$ cat config.mk
export PLATFORM = sky130hd
export DESIGN_NAME = l2_cache
export DESIGN_NICKNAME = d
export VERILOG_FILES = /design/src/logic/l2_cache_pkg.sv /design/src/logic/l2_stage_if.sv /design/src/logic/l2_cache_sram.sv /design/src/logic/l2_cache_tag.sv /design/src/logic/l2_cache_read.sv /design/src/logic/l2_cache_update.sv /design/src/logic/l2_cache.sv
export VERILOG_INCLUDE_DIRS = /design/src /design/src/logic
export SDC_FILE = /design/constraint.sdc
export NUM_CORES = 2
export LEC_CHECK = 0
export ABC_AREA = 0
export BUFFER_PORTS_ARGS = -buffer_cell sky130_fd_sc_hd__buf_4
export CAP_MARGIN = 10
export CORE_UTILIZATION = 62
export CTS_CLUSTER_DIAMETER = 150
export DETAILED_ROUTE_END_ITERATION = 7
export PLACE_DENSITY = 0.78
export SLEW_MARGIN = 0
export SYNTH_ARGS = -nofsm -noshare
export SYNTH_HDL_FRONTEND = slang
export SYNTH_MEMORY_MAX_BITS = 65536
export SYNTH_SLANG_ARGS = --single-unit
$ cat constraint.sdc
create_clock -name clk -period 5.1 [get_ports clk]
set_clock_uncertainty 0.1 [all_clocks]
set_input_delay 0.255 -clock clk [delete_from_list [all_inputs] [get_ports clk]]
set_output_delay 0.255 -clock clk [all_outputs]
set_load 0.02 [all_outputs]
$ cat src/logic/l2_cache_consts.svh
`ifndef L2_CACHE_CONSTS_SVH
`define L2_CACHE_CONSTS_SVH

// Associativity and number of sets
`define L2_NUM_WAYS 4
`define L2_NUM_SETS 16

// Line address split: low bits select the set, the rest is the tag
`define L2_SET_WIDTH 4
`define L2_TAG_WIDTH 8
`define L2_ADDR_WIDTH 12

// One line is eight bytes, one mask bit per byte
`define L2_LINE_WIDTH 64
`define L2_MASK_WIDTH 8

// Hardware threads that can hold a sync link
`define L2_NUM_STRANDS 4

// Data memory index, way in the upper bits and set in the lower
`define L2_INDEX_WIDTH 6

`endif

$ cat src/logic/l2_cache_pkg.sv
`default_nettype none

`include "l2_cache_consts.svh"

package l2_cache_pkg;

	// Request opcodes
	typedef enum logic [2:0]
	{
		OP_LOAD = 3'd0,
		OP_STORE = 3'd1,
		OP_FLUSH = 3'd2,
		OP_LOAD_SYNC = 3'd3,
		OP_STORE_SYNC = 3'd4,
		OP_FILL = 3'd5
	} l2_op_t;

	// One request as it moves down the pipeline
	typedef struct packed
	{
		l2_op_t op;
		logic [$clog2(`L2_NUM_STRANDS)-1:0] strand;
		logic [`L2_ADDR_WIDTH-1:0] address;
		logic [`L2_LINE_WIDTH-1:0] data;
		logic [`L2_MASK_WIDTH-1:0] mask;
	} l2_request_t;

endpackage

`default_nettype wire

$ cat src/logic/l2_stage_if.sv
`timescale 1ns/1ps
`default_nettype none

`include "l2_cache_consts.svh"

interface l2_stage_if
	import l2_cache_pkg::*;
();
	logic valid;
	l2_request_t req;
	logic hit;
	// Hit way, or the replacement way when the lookup missed
	logic [`L2_INDEX_WIDTH-`L2_SET_WIDTH-1:0] way;
	// Dirty bit of the line under way
	logic line_dirty;
	// Tag stored in that way, used for the writeback address
	logic [`L2_TAG_WIDTH-1:0] victim_tag;

	modport source
	(
		output valid,
		output req,
		output hit,
		output way,
		output line_dirty,
		output victim_tag
	);

	modport sink
	(
		input valid,
		input req,
		input hit,
		input way,
		input line_dirty,
		input victim_tag
	);
endinterface

`default_nettype wire

$ cat src/logic/l2_cache_sram.sv
`timescale 1ns/1ps
`default_nettype none

module l2_cache_sram
#(
	parameter DATA_WIDTH = 64,
	parameter ADDR_WIDTH = 6
)
(
	input wire clk,
	input wire [ADDR_WIDTH-1:0] rd_index,
	output logic [DATA_WIDTH-1:0] rd_data,
	input wire wr_enable,
	input wire [ADDR_WIDTH-1:0] wr_index,
	input wire [DATA_WIDTH-1:0] wr_data
);
	logic [DATA_WIDTH-1:0] mem [2 ** ADDR_WIDTH];

	// Read before write, a colliding read returns the old line
	always_ff @(posedge clk)
	begin
		if (wr_enable)
			mem[wr_index] <= wr_data;
		rd_data <= mem[rd_index];
	end
endmodule

`default_nettype wire

$ cat src/logic/l2_cache_tag.sv
`timescale 1ns/1ps
`default_nettype none

`include "l2_cache_consts.svh"

module l2_cache_tag
	import l2_cache_pkg::*;
(
	input wire clk,
	input wire reset,
	input wire req_valid,
	input wire l2_request_t req,
	l2_stage_if.source out
);
	localparam WAY_WIDTH = `L2_INDEX_WIDTH - `L2_SET_WIDTH;

	logic [`L2_TAG_WIDTH-1:0] tag_mem [`L2_NUM_SETS][`L2_NUM_WAYS];
	logic [`L2_NUM_WAYS-1:0] valid [`L2_NUM_SETS];
	logic [`L2_NUM_WAYS-1:0] dirty [`L2_NUM_SETS];
	logic [WAY_WIDTH-1:0] rr_ptr [`L2_NUM_SETS];

	logic [`L2_SET_WIDTH-1:0] req_set;
	logic [`L2_TAG_WIDTH-1:0] req_tag;
	logic [`L2_NUM_WAYS-1:0] way_hit;
	logic hit;
	logic [WAY_WIDTH-1:0] hit_way;
	logic [WAY_WIDTH-1:0] victim_way;
	logic [WAY_WIDTH-1:0] report_way;

	assign req_set = req.address[`L2_SET_WIDTH-1:0];
	assign req_tag = req.address[`L2_ADDR_WIDTH-1:`L2_SET_WIDTH];

	// Walk the ways from the top so the lowest match or free way wins
	always_comb
	begin
		hit_way = '0;
		victim_way = rr_ptr[req_set];
		for (int w = `L2_NUM_WAYS - 1; w >= 0; w--)
		begin
			way_hit[w] = valid[req_set][w] && tag_mem[req_set][w] == req_tag;
			if (way_hit[w])
				hit_way = WAY_WIDTH'(w);
			if (!valid[req_set][w])
				victim_way = WAY_WIDTH'(w);
		end
	end

	assign hit = |way_hit;
	assign report_way = hit ? hit_way : victim_way;

	// Directory update
	always_ff @(posedge clk)
	begin
		if (reset)
		begin
			for (int s = 0; s < `L2_NUM_SETS; s++)
			begin
				valid[s] <= '0;
				dirty[s] <= '0;
				rr_ptr[s] <= '0;
			end
		end
		else if (req_valid)
		begin
			case (req.op)
				OP_FILL:
				begin
					tag_mem[req_set][report_way] <= req_tag;
					valid[req_set][report_way] <= 1'b1;
					dirty[req_set][report_way] <= 1'b0;
					if (!hit)
						rr_ptr[req_set] <= rr_ptr[req_set] + 1'b1;
				end

				// A sync store marks the line even if it fails later
				OP_STORE, OP_STORE_SYNC:
				begin
					if (hit)
						dirty[req_set][hit_way] <= 1'b1;
				end

				OP_FLUSH:
				begin
					if (hit)
						dirty[req_set][hit_way] <= 1'b0;
				end

				default:
				begin
				end
			endcase
		end
	end

	// Lookup results, state as it was before this request
	always_ff @(posedge clk)
	begin
		if (reset)
			out.valid <= 1'b0;
		else
			out.valid <= req_valid;
		out.req <= req;
		out.hit <= hit;
		out.way <= report_way;
		out.line_dirty <= dirty[req_set][report_way];
		out.victim_tag <= tag_mem[req_set][report_way];
	end
endmodule

`default_nettype wire

$ cat src/logic/l2_cache_read.sv
`timescale 1ns/1ps
`default_nettype none

`include "l2_cache_consts.svh"

module l2_cache_read
	import l2_cache_pkg::*;
(
	input wire clk,
	input wire reset,
	l2_stage_if.sink in,
	l2_stage_if.source out,
	output logic [`L2_LINE_WIDTH-1:0] line_data,
	output logic sync_success,
	input wire wr_enable,
	input wire [`L2_INDEX_WIDTH-1:0] wr_index,
	input wire [`L2_LINE_WIDTH-1:0] wr_data,
	output logic [`L2_INDEX_WIDTH-1:0] rd_index,
	input wire [`L2_LINE_WIDTH-1:0] rd_data
);
	logic [`L2_ADDR_WIDTH-1:0] link_addr [`L2_NUM_STRANDS];
	logic [`L2_NUM_STRANDS-1:0] link_valid;
	logic link_match;
	logic bypass_valid;
	logic [`L2_LINE_WIDTH-1:0] bypass_data;

	// Hit way on a hit, victim way on a fill miss
	assign rd_index = {in.way, in.req.address[`L2_SET_WIDTH-1:0]};

	assign link_match = link_valid[in.req.strand]
		&& link_addr[in.req.strand] == in.req.address;

	// The memory returns the old line when written at the read edge
	assign line_data = bypass_valid ? bypass_data : rd_data;

	always_ff @(posedge clk)
	begin
		if (reset)
			bypass_valid <= 1'b0;
		else
			bypass_valid <= wr_enable && wr_index == rd_index;
		bypass_data <= wr_data;
	end

	// Sync links, one per strand
	always_ff @(posedge clk)
	begin
		if (reset)
			link_valid <= '0;
		else if (in.valid)
		begin
			case (in.req.op)
				OP_LOAD_SYNC:
				begin
					if (in.hit)
					begin
						link_addr[in.req.strand] <= in.req.address;
						link_valid[in.req.strand] <= 1'b1;
					end
				end

				OP_STORE, OP_STORE_SYNC:
				begin
					if (in.req.op == OP_STORE || (link_match && in.hit))
					begin
						for (int k = 0; k < `L2_NUM_STRANDS; k++)
						begin
							if (link_addr[k] == in.req.address)
								link_valid[k] <= 1'b0;
						end
					end
				end

				default:
				begin
				end
			endcase
		end
	end

	always_ff @(posedge clk)
	begin
		if (reset)
		begin
			out.valid <= 1'b0;
			sync_success <= 1'b0;
		end
		else
		begin
			out.valid <= in.valid;
			sync_success <= in.valid && in.req.op == OP_STORE_SYNC && in.hit && link_match;
		end
		out.req <= in.req;
		out.hit <= in.hit;
		out.way <= in.way;
		out.victim_tag <= in.victim_tag;
		// Only an evicting fill or a flush hit writes the line back
		out.line_dirty <= in.line_dirty
			&& ((in.req.op == OP_FILL && !in.hit) || (in.req.op == OP_FLUSH && in.hit));
	end
endmodule

`default_nettype wire

$ cat src/logic/l2_cache_update.sv
`timescale 1ns/1ps
`default_nettype none

`include "l2_cache_consts.svh"

module l2_cache_update
	import l2_cache_pkg::*;
(
	input wire clk,
	input wire reset,
	l2_stage_if.sink in,
	input wire [`L2_LINE_WIDTH-1:0] line_data,
	input wire sync_success,
	output logic wr_enable,
	output logic [`L2_INDEX_WIDTH-1:0] wr_index,
	output logic [`L2_LINE_WIDTH-1:0] wr_data,
	output logic resp_valid,
	output l2_op_t resp_op,
	output logic [$clog2(`L2_NUM_STRANDS)-1:0] resp_strand,
	output logic resp_hit,
	output logic [`L2_LINE_WIDTH-1:0] resp_data,
	output logic resp_sync_success,
	output logic resp_writeback,
	output logic [`L2_ADDR_WIDTH-1:0] resp_wb_address,
	output logic [`L2_LINE_WIDTH-1:0] resp_wb_data
);
	logic [`L2_SET_WIDTH-1:0] req_set;
	logic [`L2_LINE_WIDTH-1:0] merged;
	logic do_store;
	logic do_fill;

	assign req_set = in.req.address[`L2_SET_WIDTH-1:0];

	// Byte lane b is covered by mask bit b
	always_comb
	begin
		for (int b = 0; b < `L2_MASK_WIDTH; b++)
		begin
			merged[b * 8 +: 8] = in.req.mask[b] ? in.req.data[b * 8 +: 8]
				: line_data[b * 8 +: 8];
		end
	end

	assign do_store = in.valid && in.hit
		&& (in.req.op == OP_STORE || (in.req.op == OP_STORE_SYNC && sync_success));
	assign do_fill = in.valid && in.req.op == OP_FILL;

	assign wr_enable = do_store || do_fill;
	assign wr_index = {in.way, req_set};
	assign wr_data = do_fill ? in.req.data : merged;

	always_ff @(posedge clk)
	begin
		if (reset)
			resp_valid <= 1'b0;
		else
			resp_valid <= in.valid;
		resp_op <= in.req.op;
		resp_strand <= in.req.strand;
		resp_hit <= in.hit;
		resp_sync_success <= sync_success;
		// Line contents after this operation, zero on a plain miss
		if (wr_enable)
			resp_data <= wr_data;
		else if (in.hit)
			resp_data <= line_data;
		else
			resp_data <= '0;
		resp_writeback <= in.valid && in.line_dirty;
		resp_wb_address <= {in.victim_tag, req_set};
		resp_wb_data <= line_data;
	end
endmodule

`default_nettype wire

$ cat src/logic/l2_cache.sv
`timescale 1ns/1ps
`default_nettype none

`include "l2_cache_consts.svh"

module l2_cache
	import l2_cache_pkg::*;
(
	input wire clk,
	input wire reset,
	input wire req_valid,
	input wire l2_op_t req_op,
	input wire [$clog2(`L2_NUM_STRANDS)-1:0] req_strand,
	input wire [`L2_ADDR_WIDTH-1:0] req_address,
	input wire [`L2_LINE_WIDTH-1:0] req_data,
	input wire [`L2_MASK_WIDTH-1:0] req_mask,
	output logic resp_valid,
	output l2_op_t resp_op,
	output logic [$clog2(`L2_NUM_STRANDS)-1:0] resp_strand,
	output logic resp_hit,
	output logic [`L2_LINE_WIDTH-1:0] resp_data,
	output logic resp_sync_success,
	output logic resp_writeback,
	output logic [`L2_ADDR_WIDTH-1:0] resp_wb_address,
	output logic [`L2_LINE_WIDTH-1:0] resp_wb_data
);
	l2_request_t req;
	logic [`L2_LINE_WIDTH-1:0] line_data;
	logic sync_success;
	logic wr_enable;
	logic [`L2_INDEX_WIDTH-1:0] wr_index;
	logic [`L2_LINE_WIDTH-1:0] wr_data;
	logic [`L2_INDEX_WIDTH-1:0] rd_index;
	logic [`L2_LINE_WIDTH-1:0] rd_data;

	assign req.op = req_op;
	assign req.strand = req_strand;
	assign req.address = req_address;
	assign req.data = req_data;
	assign req.mask = req_mask;

	l2_stage_if tag_to_read();
	l2_stage_if read_to_update();

	l2_cache_tag tag_stage(
		.clk(clk),
		.reset(reset),
		.req_valid(req_valid),
		.req(req),
		.out(tag_to_read.source));

	l2_cache_read read_stage(
		.clk(clk),
		.reset(reset),
		.in(tag_to_read.sink),
		.out(read_to_update.source),
		.line_data(line_data),
		.sync_success(sync_success),
		.wr_enable(wr_enable),
		.wr_index(wr_index),
		.wr_data(wr_data),
		.rd_index(rd_index),
		.rd_data(rd_data));

	l2_cache_update update_stage(
		.clk(clk),
		.reset(reset),
		.in(read_to_update.sink),
		.line_data(line_data),
		.sync_success(sync_success),
		.wr_enable(wr_enable),
		.wr_index(wr_index),
		.wr_data(wr_data),
		.resp_valid(resp_valid),
		.resp_op(resp_op),
		.resp_strand(resp_strand),
		.resp_hit(resp_hit),
		.resp_data(resp_data),
		.resp_sync_success(resp_sync_success),
		.resp_writeback(resp_writeback),
		.resp_wb_address(resp_wb_address),
		.resp_wb_data(resp_wb_data));

	l2_cache_sram #(
		.DATA_WIDTH(`L2_LINE_WIDTH),
		.ADDR_WIDTH(`L2_INDEX_WIDTH)
	) data_mem(
		.clk(clk),
		.rd_index(rd_index),
		.rd_data(rd_data),
		.wr_enable(wr_enable),
		.wr_index(wr_index),
		.wr_data(wr_data));
endmodule

`default_nettype wire

# --- Word level (Yosys, flattened, before mapping) ---
# Memory sizes are Yosys's and may differ from the RTL's. A register that Yosys moved wholly into a read port is not among the register bits.
# Cells that the tools add are included.
word_totals:
  ff_bits: 415
  ram_bits: 4816
  input_bits: 92
  output_inout_bits: 149
  elab_cells: 215
  mem_count: 6
mem_list:
  columns: ["name", "depth", "word_bits", "rd", "rd_clocked_by_memory_dff", "wr", "line", "rtl"]
  rows:
  - ["data_mem.mem", 64, 64, 1, 1, 1, "l2_cache_sram.sv:17", "logic [DATA_WIDTH-1:0] mem [2 ** ADDR_WIDTH];"]
  - ["tag_stage.tag_mem", 16, 32, 1, 0, 1, "l2_cache_tag.sv:17", "logic [`L2_TAG_WIDTH-1:0] tag_mem [`L2_NUM_SETS][`L2_NUM_WAYS];"]
  - ["tag_stage.dirty", 16, 4, 1, 0, 16, "l2_cache_tag.sv:19", "logic [`L2_NUM_WAYS-1:0] dirty [`L2_NUM_SETS];"]
  - ["tag_stage.valid", 16, 4, 1, 0, 16, "l2_cache_tag.sv:18", "logic [`L2_NUM_WAYS-1:0] valid [`L2_NUM_SETS];"]
  - ["read_stage.link_addr", 4, 12, 5, 1, 1, "l2_cache_read.sv:21", "logic [`L2_ADDR_WIDTH-1:0] link_addr [`L2_NUM_STRANDS];"]
  - ["tag_stage.rr_ptr", 16, 2, 1, 0, 16, "l2_cache_tag.sv:20", "logic [WAY_WIDTH-1:0] rr_ptr [`L2_NUM_SETS];"]
op_classes:
  addsub: 1
  magnitude_cmp: 8
  eq_ne: 28
  muxes: 88
  n_bitwise: 10
  reduce_logical: 38
op_table:
  columns: ["operator", "n"]
  rows:
  - ["two-way mux 64 bit", 4]
  - ["two-way mux 8 bit", 11]
  - ["equality test 12 bit", 5]
  - ["two-way mux 4 bit", 12]
  - ["two-way mux 1 bit", 42]
  - ["equality test 8 bit", 4]
  - ["two-way mux 32 bit", 1]
  - ["logical AND 1 bit", 22]
  - ["two-way mux 2 bit", 10]
  - ["AND reduction 5 bit", 4]
  - ["equality test 3 bit (second input constant)", 6]
  - ["binary-select mux 8 bit (select 2 bit)", 1]
  - ["demux 8 bit (select 2 bit)", 1]
  - ["OR reduction 4 bit", 3]
  - ["inequality test 2 x 1 -> 1 bit (second input constant)", 5]
  - ["equality test 3 x 1 -> 1 bit (second input constant)", 3]
  - ["equality test 3 x 2 -> 1 bit (second input constant)", 3]
  - ["< comparator 2 x 3 -> 1 bit (second input constant)", 3]
  - ["OR 1 bit", 8]
  - ["one-hot mux 4 bit (2 select lines)", 1]
  - ["demux 1 bit (select 2 bit)", 3]
  - ["equality test 6 bit", 1]
  - ["greater-or-equal comparator 2 x 1 -> 1 bit (second input constant)", 3]
  - ["OR reduction 2 bit", 3]
  - ["10 further kinds", 14]

# --- Depth between registers and ports, before layout ---
# An unclocked memory read counts as a cell.
depth:
  depth_word: 17
  mapped_depth: 17

# --- Hierarchy ---
# Synthesis repeated with hierarchy kept, for this count alone.
hier_totals:
  cells_unflattened: 9276
  area_unflattened_um2: 199202.3
by_module_without_submodules:
  columns: ["mod", "instances", "cells_per_inst", "area_per_inst_um2", "seq_area_each_um2"]
  rows:
  - ["l2_cache_sram", 1, 6598, 156348.7, 124279.2]
  - ["l2_cache_tag", 1, 1900, 30999.7, 21580.7]
  - ["l2_cache_read", 1, 447, 7014.2, 4884.7]
  - ["l2_cache_update", 1, 331, 4839.6, 2982.9]

# --- Least setup slack after synthesis ---
# OpenSTA, ideal clock, no wires.
synth_timing:
  kind: "register -> register"
  startpoint: "register read_stage.out.hit"
  endpoint: "memory data_mem.mem[27][0] (enable)"
  setup_time_ns: 0.487
  arrival_time_ns: 4.027
  setup_slack_ns: 0.487
  stages_incl_launch_ff: 8
  synth_period_minus_slack_ns: 4.613
  cell_sequence: "dfxtp_1 a21o_1 a22o_1 nand2_1 inv_2 clkbuf_1 nand4b_1 nor2_1"
synth_via:
  elab_chain_cells: 5
synth_lines:
  columns: ["item", "line", "rtl"]
  rows:
  - ["from (decl)", "l2_stage_if.sv:23", "output hit,"]
  - ["logical AND 1 bit", "l2_cache_update.sv:44", "assign do_store = in.valid && in.hit"]
  - ["logical AND 1 bit", "l2_cache_update.sv:45", "&& (in.req.op == OP_STORE || (in.req.op == OP_STORE_SYNC && sync_success));"]
  - ["logical OR 1 bit", "l2_cache_update.sv:48", "assign wr_enable = do_store || do_fill;"]
  - ["two-way mux 1 bit", "l2_cache_sram.sv:22", "if (wr_enable)"]
  - ["two-way mux 1 bit (implied by the code)", "l2_cache_sram.sv:23", "mem[wr_index] <= wr_data;"]
  - ["to (decl)", "l2_cache_sram.sv:17", null]
# Every way passes these cells.

==> out/metrics.csv <==
stage,metric,value,unit
cts,post_cts_resized,0,
worst_hold_path,timing.hold.worst.class,input pin to flop,
logic_synthesis,post-synth-top-count-cell,sky130_fd_sc_hd__edfxtp_1,
detailed_routing,detail_route.drc_violations,2,
detailed_routing,drt_first_pass_iters,8,
placed_design,globalplace.congestion,0.929,
power,power_per_cell_area,405,mW/mm^2
logic_synthesis,synth_flop_cell,sky130_fd_sc_hd__edfxtp_1,
setup_path,worst_setup_path_start_kind,input pin,
die,initial_utilization,62.3,%
cts,clkSlewWorstSetupHoldPaths,0.06,ns
logic_synthesis,synth-edff-count,4752,
layout,final_layout_size_suffix_gt1_share,31.6,%
grt,grt_use_total,36.8,%
setup_path,crit_type,input pin to flop,
placed_design,total_of_buffers_placed_on_input_and_output_ports,240,
cts,numCtsBuffers,519,
sta,number_of_endpoints_with_negative_hold_slack_in_the_final_report,0,
outcome,outcome,"finished, violations left",
detailed_routing,avgRoutedWirePerCell,42.0,um
logic_synthesis,synth_warnings,0,
cts,clock_latency,1.08,ns
die,die_width,568,um
die,die_area,0.322,sq mm
cts,cts_tree,done,
grt,grt_pass1_wl,819,mm
die,die_height,568,um
logic_synthesis,postSynthNetCount,8692,
placed_design,post-dp-hpwl,283,mm
sta,timing.slew.headroom,9.84,%
outcome,violations,design-rule violations,
sta,post-route-min-period,4.50,ns
logic_synthesis,synth.avg_cell_area,23.1,sq um
logic_synthesis,mappedNetlistArea,0.198,sq mm
logic_synthesis,postSynthRegisterBits,5295,
detailed_routing,route.detailed.vias_per_inst,7.37,
sta,setup-tns-final,0,ns
grt,overflow,0,
grt,antenna_found_initial,30,
logic_synthesis,post_synth_most_frequent_cells,"sky130_fd_sc_hd__edfxtp_1, sky130_fd_sc_hd__mux4_2, sky130_fd_sc_hd__dfxtp_1, sky130_fd_sc_hd__nor2_1, sky130_fd_sc_hd__clkbuf_1",
logic_synthesis,synth_cell_type_count,81,
layout,flow.area_growth_from_synthesis,14.3,%
setup_path,arrival,5.14,ns
sta,timing_max_transition_violations_final,0,
grt,largest_net_degree_at_the_start_of_global_routing,105,
detailed_routing,detailedRoute.firstIterationViolations,17700,
detailed_routing,routed-via-count,103000,
sta,rsz0062_at_grt,false,
grt,first_global_vias,105000,
flow_run,drv_cap,0,
sta,final_setup_fails,0,
die,core_area,0.318,sq mm
die,std_cell_rows,207,
die,ioPinCount,241,
layout,postLayoutCoreUtil,71.3,%
layout,nets,9493,
logic_synthesis,cell_accounting_for_the_most_synthesized_area,sky130_fd_sc_hd__edfxtp_1,
cts,clockBufferDepth,4,
layout,fill_cells,16800,
sta,layout_worst_path_cycle_share,88.2,%
cts,cell_at_the_root_of_the_clock_tree,sky130_fd_sc_hd__clkbuf_16,
power,leakage,73.1,nW
cts,tritoncts_num_sinks,5295,
setup_path,crit_path_max_fanout,46,
logic_synthesis,synthArstFlopShare,0,%
cts,cts.htree.levels,6,
detailed_routing,postRouteAntennaNets,0,
sta,max_freq,222,MHz
setup_path,cp_data_required_time,5.74,ns
logic_synthesis,yosys-top-cells-area,"sky130_fd_sc_hd__edfxtp_1, sky130_fd_sc_hd__mux4_2, sky130_fd_sc_hd__dfxtp_1",
power,vdd_drop_max,0.621,mV
logic_synthesis,synth-seq-area-share,77.4,%
logic_synthesis,synthesis.instances,8600,
logic_synthesis,synth.top_cell.area_share,71.9,%
setup_path,worst_setup_path_end_kind,flop,
sta,worstMarginPinSlew,1.35,ns
detailed_routing,wirelength,588,mm
-- cell type report --
cell class | instances | area (sq um) | area share, %
sequential | 5295 | 154000 | 67.7
multi-input combinational | 2746 | 43000 | 19.0
clock buffer | 698 | 14500 | 6.41
timing repair buffer | 767 | 7690 | 3.39
tap | 4180 | 5230 | 2.31
clock inverter | 241 | 2480 | 1.10
inverter | 72 | 273 | 0.120
antenna | 13 | 32.5 | 0.0143
-- power by group --
group / internal, mW / leakage, nW / switching [mW] / total, mW
clock network: 22.1 / 8.33 / 16.9 / 39.1
logic: 1.73 / 17.5 / 2.75 / 4.48
registers: 48.2 / 47.3 / 0.203 / 48.4
total: 72.0 / 73.1 / 19.9 / 91.9
-- layer usage --
metal	part of all wire (%)	GRT usage, %	vias up
met3	14	9.31	2359
li1	-	-	37800
met2	48	58.2	10400
met1	31	47.2	52700
met4	6.7	20.6	26
met5	0.028	0	-
-- kinds of logic after synthesis --
family / after synthesis / synth area share, %
DFF: 5295 / 77.4
muxes: 1739 / 18.3
buffers and inverters: 559 / 1.19
xor gates and xnor gates: 106 / 0.468
and+or+nand+nor: 588 / 1.44
AOI/OAI and AO/OA: 313 / 1.18
-- placed cells by master, fill, tap and decap left out, drive strengths merged, types with 20 or more instances in the layout --
| master | synthesis | routed |
|---|---|---|
| a21o | 115 | 115 |
| a21oi | 20 | 20 |
| a22oi | 26 | 26 |
| and3 | 76 | 76 |
| buf | 186 | 598 |
| bufinv | 0 | 39 |
| clkbuf | 301 | 698 |
| clkinv | 1 | 156 |
| dfxtp | 543 | 543 |
| dlygate4sd3 | 0 | 169 |
| edfxtp | 4752 | 4752 |
| inv | 71 | 105 |
| mux2 | 148 | 148 |
| mux2i | 90 | 90 |
| mux4 | 1501 | 1501 |
| nand2 | 52 | 52 |
| nand3 | 23 | 23 |
| nand4 | 21 | 21 |
| nor2 | 305 | 305 |
| nor3 | 20 | 20 |
| nor4 | 20 | 20 |
| o22ai | 75 | 75 |
| xnor2 | 83 | 83 |
| xor2 | 23 | 23 |
-- metrics by stage --
step           hold slack, ns  instances  area [sq um]  power [mW]  worst slack (ns)
2_1_floorplan           0.183       8600        198000        51.9             0.487
3_3_place_gp            0.210      12900        208000        53.3             0.411
3_5_place_dp            0.212      12900        208000        53.4             0.296
4_1_cts                0.0192      14000        227000        91.9             0.754
5_1_grt                0.0684      14000        227000        93.7             0.463
6_report               0.0359      14000        227000        91.9             0.602
-- timing repair --
action | 4_1_cts | 5_1_grt
hold buffers | 169 | 0
setup buffers | 0 | 0
hold endpoints to repair | 444 | 0
-- worst paths after layout --
check	slack, ns	cells past startpoint	to	from
setup reg to reg	0.70	10	tag_stage.dirty[5][0]	tag_stage.tag_mem[2][2]
setup / recovery	0.60	12	tag_stage.dirty[5][0]	req_address[1]
hold / removal	0.04	3	tag_stage.out.req[75]	req_address[3]
hold reg to reg	0.22	0	read_stage.out.req[27]	tag_stage.out.req[27]
-- state kept, by name (all words and copies together), names as in the netlist, 12 cells and up --
signal	flops
tag_stage.tag_mem	512
update_stage.resp_wb_address	12
read_stage.bypass_data	64
data_mem.rd_data	64
read_stage.link_addr	48
read_stage.out.req	81
tag_stage.rr_ptr	32
update_stage.resp_wb_data	64
tag_stage.valid	64
update_stage.resp_data	64
tag_stage.out.req	89
data_mem.mem	4096
tag_stage.dirty	64
-- critical path, stage by stage --
cell                            delay (ns)
sky130_fd_sc_hd__dlygate4sd3_1        0.57
sky130_fd_sc_hd__buf_8                0.36
sky130_fd_sc_hd__mux4_1               0.69
sky130_fd_sc_hd__mux2i_1              0.37
sky130_fd_sc_hd__xor2_1               0.20
sky130_fd_sc_hd__nor2_1               0.06
sky130_fd_sc_hd__or4_4                0.52
sky130_fd_sc_hd__nor4b_4              0.62
sky130_fd_sc_hd__o41ai_4              0.17
sky130_fd_sc_hd__buf_4                0.21
sky130_fd_sc_hd__a221oi_4             0.75
sky130_fd_sc_hd__nor2_1               0.17
No activity file was read; power rests on OpenSTA's default activity.
